<file path="src/hdl/mem_config.svh">
`ifndef MEM_CONFIG_SVH
`define MEM_CONFIG_SVH

// Shared bus geometry
// Byte address width seen by both caches
`define BUS_ADDRESS_WIDTH 20
// Log2 of bytes per line
`define BUS_DATA_WIDTH_SHIFT 4
// One line in bits, 128 here
`define BUS_DATA_WIDTH ((1 << `BUS_DATA_WIDTH_SHIFT) * 8)
// Line address, byte address minus offset
`define LINE_ADDR_WIDTH (`BUS_ADDRESS_WIDTH - `BUS_DATA_WIDTH_SHIFT)

// Core word
`define WORD_WIDTH 32
// Word select inside a line
`define WORD_SEL_BITS (`BUS_DATA_WIDTH_SHIFT - 2)

// Cache sizes, log2 of line count
`define ICACHE_INDEX_BITS 4
`define DCACHE_INDEX_BITS 4

`endif

</file>
<file path="src/hdl/mem_pkg.sv">
`default_nettype none

`include "mem_config.svh"

package mem_pkg;

   ////////////////////////////////////////////////////////////////////////////
   // Scalar types
   ////////////////////////////////////////////////////////////////////////////

   // Full byte address from the core
   typedef logic [`BUS_ADDRESS_WIDTH-1:0] byte_addr_t;

   // Line address on the bus
   typedef logic [`LINE_ADDR_WIDTH-1:0] line_addr_t;

   // One cache line
   typedef logic [`BUS_DATA_WIDTH-1:0] line_t;

   // Core word
   typedef logic [`WORD_WIDTH-1:0] word_t;

   ////////////////////////////////////////////////////////////////////////////
   // Request bundles
   ////////////////////////////////////////////////////////////////////////////

   // Cache to bus request
   // valid held until the memory answers
   typedef struct packed {
      line_addr_t addr;
      logic       we;
      logic       valid;
   } bus_req_t;

   // Core to data cache access
   // Whole word stores only
   typedef struct packed {
      byte_addr_t addr;
      logic       we;
      word_t      wdata;
      logic       valid;
   } data_req_t;

endpackage

`default_nettype wire

</file>
<file path="src/hdl/cache_arbiter.sv">
`timescale 1ns/1ps
`default_nettype none

module cache_arbiter (
   input  wire                     clk_i,
   input  wire                     rst_i,
   // Ownership hints from the caches
   input  wire                     icache_blocking_n_i,
   input  wire                     dcache_flushing_n_i,
   // Requests from both caches
   input  wire mem_pkg::bus_req_t  icache_req_i,
   input  wire mem_pkg::bus_req_t  dcache_req_i,
   // Memory response
   input  wire                     bus_valid_i,
   output logic                    icache_bus_valid_o,
   output logic                    dcache_bus_valid_o,
   // Request toward memory
   output mem_pkg::bus_req_t       bus_req_o
);

   import mem_pkg::*;

   // Request of the current owner
   bus_req_t sel_req;

   // Owner, 0 is icache and 1 is dcache
   logic cache_sel_q;
   // Owner wanted right now
   logic cache_sel_next;
   // Switch pending
   logic updating_q;

   // Dcache only when icache is not refilling and dcache asks
   assign cache_sel_next = icache_blocking_n_i & ~dcache_flushing_n_i;

   ////////////////////////////////////////////////////////////////////////////
   // Bus mux
   ////////////////////////////////////////////////////////////////////////////

   always_comb begin
      sel_req = cache_sel_q ? dcache_req_i : icache_req_i;
      bus_req_o = sel_req;
      // Icache never writes
      bus_req_o.we = cache_sel_q & sel_req.we;
   end

   // Response to the owner only, dropped while switching
   assign icache_bus_valid_o = ~cache_sel_q & bus_valid_i & ~updating_q;
   assign dcache_bus_valid_o = cache_sel_q & bus_valid_i & ~updating_q;

   ////////////////////////////////////////////////////////////////////////////
   // Owner switch, falling edge
   ////////////////////////////////////////////////////////////////////////////

   // Mid-cycle update keeps the memory from sampling a half-switched request
   always_ff @(negedge clk_i) begin
      if (rst_i) begin
         cache_sel_q <= 1'b0;
         updating_q <= 1'b0;
      end else if (updating_q) begin
         // Finish once memory has let go of valid
         if (!bus_valid_i) begin
            cache_sel_q <= cache_sel_next;
            updating_q <= 1'b0;
         end
      end else if (!sel_req.valid && (cache_sel_q != cache_sel_next)) begin
         // Owner idle and another owner wanted
         updating_q <= 1'b1;
      end
   end

endmodule

`default_nettype wire

</file>
<file path="config.mk">
export PLATFORM = sky130hd
export DESIGN_NAME = cache_arbiter
export DESIGN_NICKNAME = d
export VERILOG_FILES = /design/src/hdl/mem_pkg.sv /design/src/hdl/cache_arbiter.sv
export VERILOG_INCLUDE_DIRS = /design/src /design/src/hdl
export SDC_FILE = /design/constraint.sdc
export NUM_CORES = 1
export LEC_CHECK = 0
export BUFFER_PORTS_ARGS = -buffer_cell sky130_fd_sc_hd__buf_4
export CORE_MARGIN = 3
export CORE_UTILIZATION = 23
export DETAILED_ROUTE_END_ITERATION = 10
export GPL_TIMING_DRIVEN = 0
export PLACE_DENSITY = 0.74
export SLEW_MARGIN = 20
export SYNTH_ARGS = -nofsm -noshare
export SYNTH_HDL_FRONTEND = slang
export SYNTH_SLANG_ARGS = --single-unit
</file>
<file path="constraint.sdc">
create_clock -name clk_i -period 1 [get_ports clk_i]
set_input_delay 0.1 -clock clk_i [delete_from_list [all_inputs] [get_ports clk_i]]
set_output_delay 0.1 -clock clk_i [all_outputs]
set_load 0.01 [all_outputs]
</file>
==> results of run 1 <==
## state kept, by name, indices dropped and copies added (netlist names)
name	count
cache_sel_q	1
updating_q	1
## cells by family after synthesis
logic type	after synthesis	synth area share
AND/OR/NAND/NOR	9	0.1934
multiplexers	18	0.5876
AO/OA/AOI/OAI	1	0.02555
buffers and inverters	3	0.07663
flip-flops	2	0.1168
## metal layers
metal	up-vias	routed length [um]	global-route usage
met2	31	898	0.2923
met5	-	0	0
met4	0	20	0.07831
li1	253	-	-
met1	238	482	0.1607
met3	2	207	0.05285
## power groups by stage
stage	Clock, uW	Combinational (uW)	Sequential [uW]
detailed placement	18.7	296	85.3
floorplan	18.7	109	84.6
CTS	222	332	84.5
global route	243	352	84.8
global placement	18.7	291	85.1
finish	208	332	84.5
## worst max-delay path, cell delays in order (launching register included)
cell and delay (ps):
dfxtp_4 370, buf_12 150, mux2_4 310, buf_6 120
## final timing paths
| path | cells past startpoint | endpoint | slack [ps] |
|---|---|---|---|
| hold / removal | 2 | cache_sel_q | 470 |
| setup / recovery | 3 | bus_req_o[5] | -830 |
| setup reg to reg | 4 | cache_sel_q | 80 |
| hold reg to reg | 1 | updating_q | 540 |
## cell usage after synthesis
library cell	instances
and2_1	1
and2b_1	1
and3b_1	1
buf_6	2
dfxtp_1	2
inv_1	1
mux2_2	17
mux2i_1	1
nor2_1	2
nor2b_4	1
nor3b_1	3
o31a_1	1
## layout make-up
class                           instances  share of cell area
Buffer                                  2             0.03448
Clock buffer                            3             0.02217
Clock inverter                          2            0.007389
Multi-Input combinational cell         28              0.3424
Sequential cell                         2             0.04310
Tap cell                               15             0.01847
Timing Repair Buffer                   62              0.5320
## metrics by stage
step	cells	setup slack [ps]
3_3_place_gp	107	-566.6
5_1_grt	114	-887.7
2_1_floorplan	33	-415.9
4_1_cts	114	-844.5
6_report	114	-834.9
3_5_place_dp	107	-578.2
## timing repair
item                                    in CTS  in global routing
endpoints found under the setup margin      21                 22
pin swaps                                    0                  1
gates cloned                                 0                  0
resized for setup                           22                  1
buffers inserted                             3                  0
==> results.yml, run 1 <==
cts:
  cts_root_buf: "clkbuf_4"
  insertion_delay_ps: 280
  cts_tree: "built"
  hold_buffers: 0
  cts_buffer_depth: 2
  cts.sinks: 2
  clk_pin_slew_ps: 30
  ctsHtreeMaxLevel: 1
  cts_buffers: 3
timing:
  clock-skew-final_ps: 2.615
  slew_headroom: 0.8727
  finalSetupTns_ps: -16320
  final-setup-viol-count: 21
  final_max_slew_viol_count: 0
  hold_viol_final: 0
  fin_hold_ws_ps: 471.7
  rsz0062_at_grt: "true"
  worst_pin_slew_ps: 190.5
  fin_ws_ps: -834.9
pwr:
  swShare: 0.2540
  clockPowerShare: 0.333
  design_power_total_uw: 624.3
  power_frac_seq: 0.135
  pwr-share-comb: 0.532
  p_int_uw: 465.8
  leakagePower_uw: 0.0005367
  power_density_mw_per_mm2: 614.5
  p_sw_uw: 158.5
  ir_worst_vdd_uv: 682.2
placed_design:
  io_buffers: 59
  gp_congestion: 0.6303
  placed_area_um2: 879.6
logic_synthesis:
  yosysUniqueCellTypes: 12
  yosysWarnings: 0
  synth_seq_area_share: 0.1168
  synth.avg_cell_area_um2: 10.39
  synth_top_area_share: 0.5584
  synth_nets: 74
  synth_top_cell_by_area: "mux2_2"
  synth-seq-cells: 2
  synthesis.instances: 33
  syn-cell-area_um2: 342.8
  synthTopCellsByArea: "mux2_2, dfxtp_1, buf_6, nor3b_1, nor2b_4"
cells_and_area:
  n_antenna_cell: 0
  nets: 142
  final_cell_mix: "buf_4, buf_6, mux2_4"
  ff_latch_area_um2: 43.79
  multiInputGateArea_um2: 347.8
  area_delta_synth_final_pct: 196.3
  stdcell_area_mm2: 0.001016
  fillers: 94
  drive_above_1_share: 0.8889
  finalCoreUtilization: 0.7525
  final_common_cell: "buf_4"
routing:
  drtAntennaViolNets: 0
  drt_wl_total_um: 1608
  drc: 0
  wl_per_cell_um: 14.11
  drt-initial-drc-count: 2
  dr.pass1.iters: 3
  num_vias: 524
  routed_via_density: 4.596
run_status:
  status: "finished, violations left"
  violations: "negative setup slack"
grt:
  grt-ovfl-total: 0
  grt_pass1_wl_um: 2297
  antenna_found_initial: 0
  grt_max_degree: 11
  grt_usage: 0.1608
  grt_pass1_vias: 526
setup_path:
  rr_startpoint: "cache_sel_q"
  cp.arrival_ps: 1730
  end_kind: "output pin"
  startpoint: "cache_sel_q"
  crit_type: "reg -> out"
  cp-start-kind: "flip-flop"
  critPathMaxFanout: 10
  worstPathRequired_ps: 900
run:
  cap_violations: 0
floorplanning:
  start_util: 0.2539
  die_area_mm2: 0.001990
  placementRows: 13
  die_w_um: 44.61
  chipHeight_um: 44.61
  pin_count: 61
  core_area_mm2: 0.001350
worst_hold_path:
  hp-start: "rst_i"
  hold_path_class: "in -> reg"
(Power assumes the default switching activity.)
==> inputs of run 2 (changes only) <==
--- a/config.mk
+++ b/config.mk
@@ -8,10 +8,11 @@
 export LEC_CHECK = 0
 export BUFFER_PORTS_ARGS = -buffer_cell sky130_fd_sc_hd__buf_4
 export CORE_MARGIN = 3
-export CORE_UTILIZATION = 23
+export CORE_UTILIZATION = 25
 export DETAILED_ROUTE_END_ITERATION = 10
 export GPL_TIMING_DRIVEN = 0
-export PLACE_DENSITY = 0.74
+export HOLD_SLACK_MARGIN = 0.02
+export PLACE_DENSITY = 0.76
 export SLEW_MARGIN = 20
 export SYNTH_ARGS = -nofsm -noshare
 export SYNTH_HDL_FRONTEND = slang
==> constraint.sdc (replaced) <==
create_clock -name clk_i -period 2.1 [get_ports clk_i]
set_input_delay 0.21 -clock clk_i [delete_from_list [all_inputs] [get_ports clk_i]]
set_output_delay 0.21 -clock clk_i [all_outputs]
set_load 0.01 [all_outputs]
==> results.yml, run 2 (synthesized netlist as in run 1, its figures left out) <==
grt:
  grt_max_degree: 7
  grt-ovfl-total: 0
  grt_pass1_vias: 682
  grt_pass1_wl_um: 3415
  grt_usage: 0.2517
  antenna_found_initial: 0
floorplanning:
  die_area_mm2: 0.001852
  core_area_mm2: 0.001201
  placementRows: 12
  pin_count: 61
  chipHeight_um: 43.03
  die_w_um: 43.03
  start_util: 0.2854
timing:
  slew_headroom: 0.8800
  finalSetupTns_ps: -8209
  hold_viol_final: 0
  final-setup-viol-count: 20
  final_max_slew_viol_count: 0
  clock-skew-final_ps: 5.772
  worst_pin_slew_ps: 179.6
  rsz0062_at_grt: "true"
  fin_ws_ps: -435.7
  fin_hold_ws_ps: 550.6
setup_path:
  worstPathRequired_ps: 1890
  rr_worst_depth: 3
  worstSetupPathDepth: 3
  slowest_delay_ps: 390
  cp.arrival_ps: 2330
  path_common_cell: "buf_6"
  crit_type: "reg -> out"
  startpoint: "cache_sel_q"
  crit_slowest_cell: "dfxtp_4"
  crit_chain: "buf_6, mux2_4, buf_6"
  cp-start-kind: "flip-flop"
  rr_startpoint: "cache_sel_q"
  cp.buffers_inverters: 2
  cp_top_family: "flip-flops"
  end_kind: "output pin"
  critPathMaxFanout: 6
placed_design:
  io_buffers: 59
  place_ws_ps: -163.9
  gp_congestion: 0.6553
worst_hold_path:
  hold_depth: 1
  hp-start: "updating_q"
  hold_path_class: "reg -> reg"
routing:
  drtAntennaViolNets: 0
  num_vias: 553
  dr.pass1.iters: 3
  drc: 0
  drt_wl_total_um: 2177
  wl_per_cell_um: 18.77
  routed_via_density: 4.767
  drt-initial-drc-count: 2
cells_and_area:
  final_cell_mix: "buf_4, buf_6, mux2_4"
  finalCoreUtilization: 0.8625
  nets: 145
  largestRegisters: "cache_sel_q (1), updating_q (1)"
  drive_above_1_share: 0.8922
  fillers: 69
  n_antenna_cell: 0
  area_delta_synth_final_pct: 202.2
  final_common_cell: "buf_4"
cts:
  cts_root_buf: "clkbuf_4"
  insertion_delay_ps: 300
  clk_pin_slew_ps: 60
  ctsHtreeMaxLevel: 1
  cts_buffer_depth: 2
  cts_buffers: 3
  cts.sinks: 2
  cts_tree: "built"
pwr:
  ir_worst_vdd_uv: 337.8
  leakagePower_uw: 0.0005523
  design_power_total_uw: 313.4
  power_density_mw_per_mm2: 302.5
run_status:
  violations: "negative setup slack"
  status: "finished, violations left"
run:
  cap_violations: 0
run 2: cell count changes in the layout (fill, tap and decap cells not counted), sizes merged:
cell,change
buf,+3
run 2: final cells by class:
cell class                 count  area, um^2  area share
sequential                     2       43.79     0.04227
tap                           14       17.52     0.01691
buffer                         2       22.52     0.02174
timing repair buffer          65       574.3      0.5543
multi-input combinational     28       347.8      0.3358
clock inverter                 2       7.507    0.007246
clock buffer                   3       22.52     0.02174
run 2: per-layer routing:
layer	vias to the layer above	global-route usage	routed length, um
li1	262	-	-
met2	18	0.4701	1283
met3	8	0.04237	55
met1	265	0.2637	754
met5	-	0	0
met4	0	0.1265	83
run 2: worst paths after layout:
check | endpoint | slack, ps
min reg2reg | updating_q | 550
min | updating_q | 550
max | bus_req_o[7] | -440
max reg2reg | updating_q | 1110
run 2: timing repair:
item                                    CTS  global route
endpoints found under the setup margin   20            20
hold buffers                              0             0
pin swaps                                 2             0
setup buffers                             4             0
gates resized for setup                  45             0
hold endpoints to repair                  0             0
gates cloned                              2             0
run 2: report_power, final:
group          internal, uW  switching [uW]
clock                  69.0            40.1
sequential             38.4            1.76
combinational           115            48.9
run 2: stage by stage:
| stage | cell area [um^2] | cells |
|---|---|---|
| global placement | 804.5 | 106 |
| finish | 1036 | 116 |
| CTS | 1036 | 116 |
| detailed placement | 804.5 | 106 |
| floorplan | 344.1 | 33 |
| global route | 1036 | 116 |
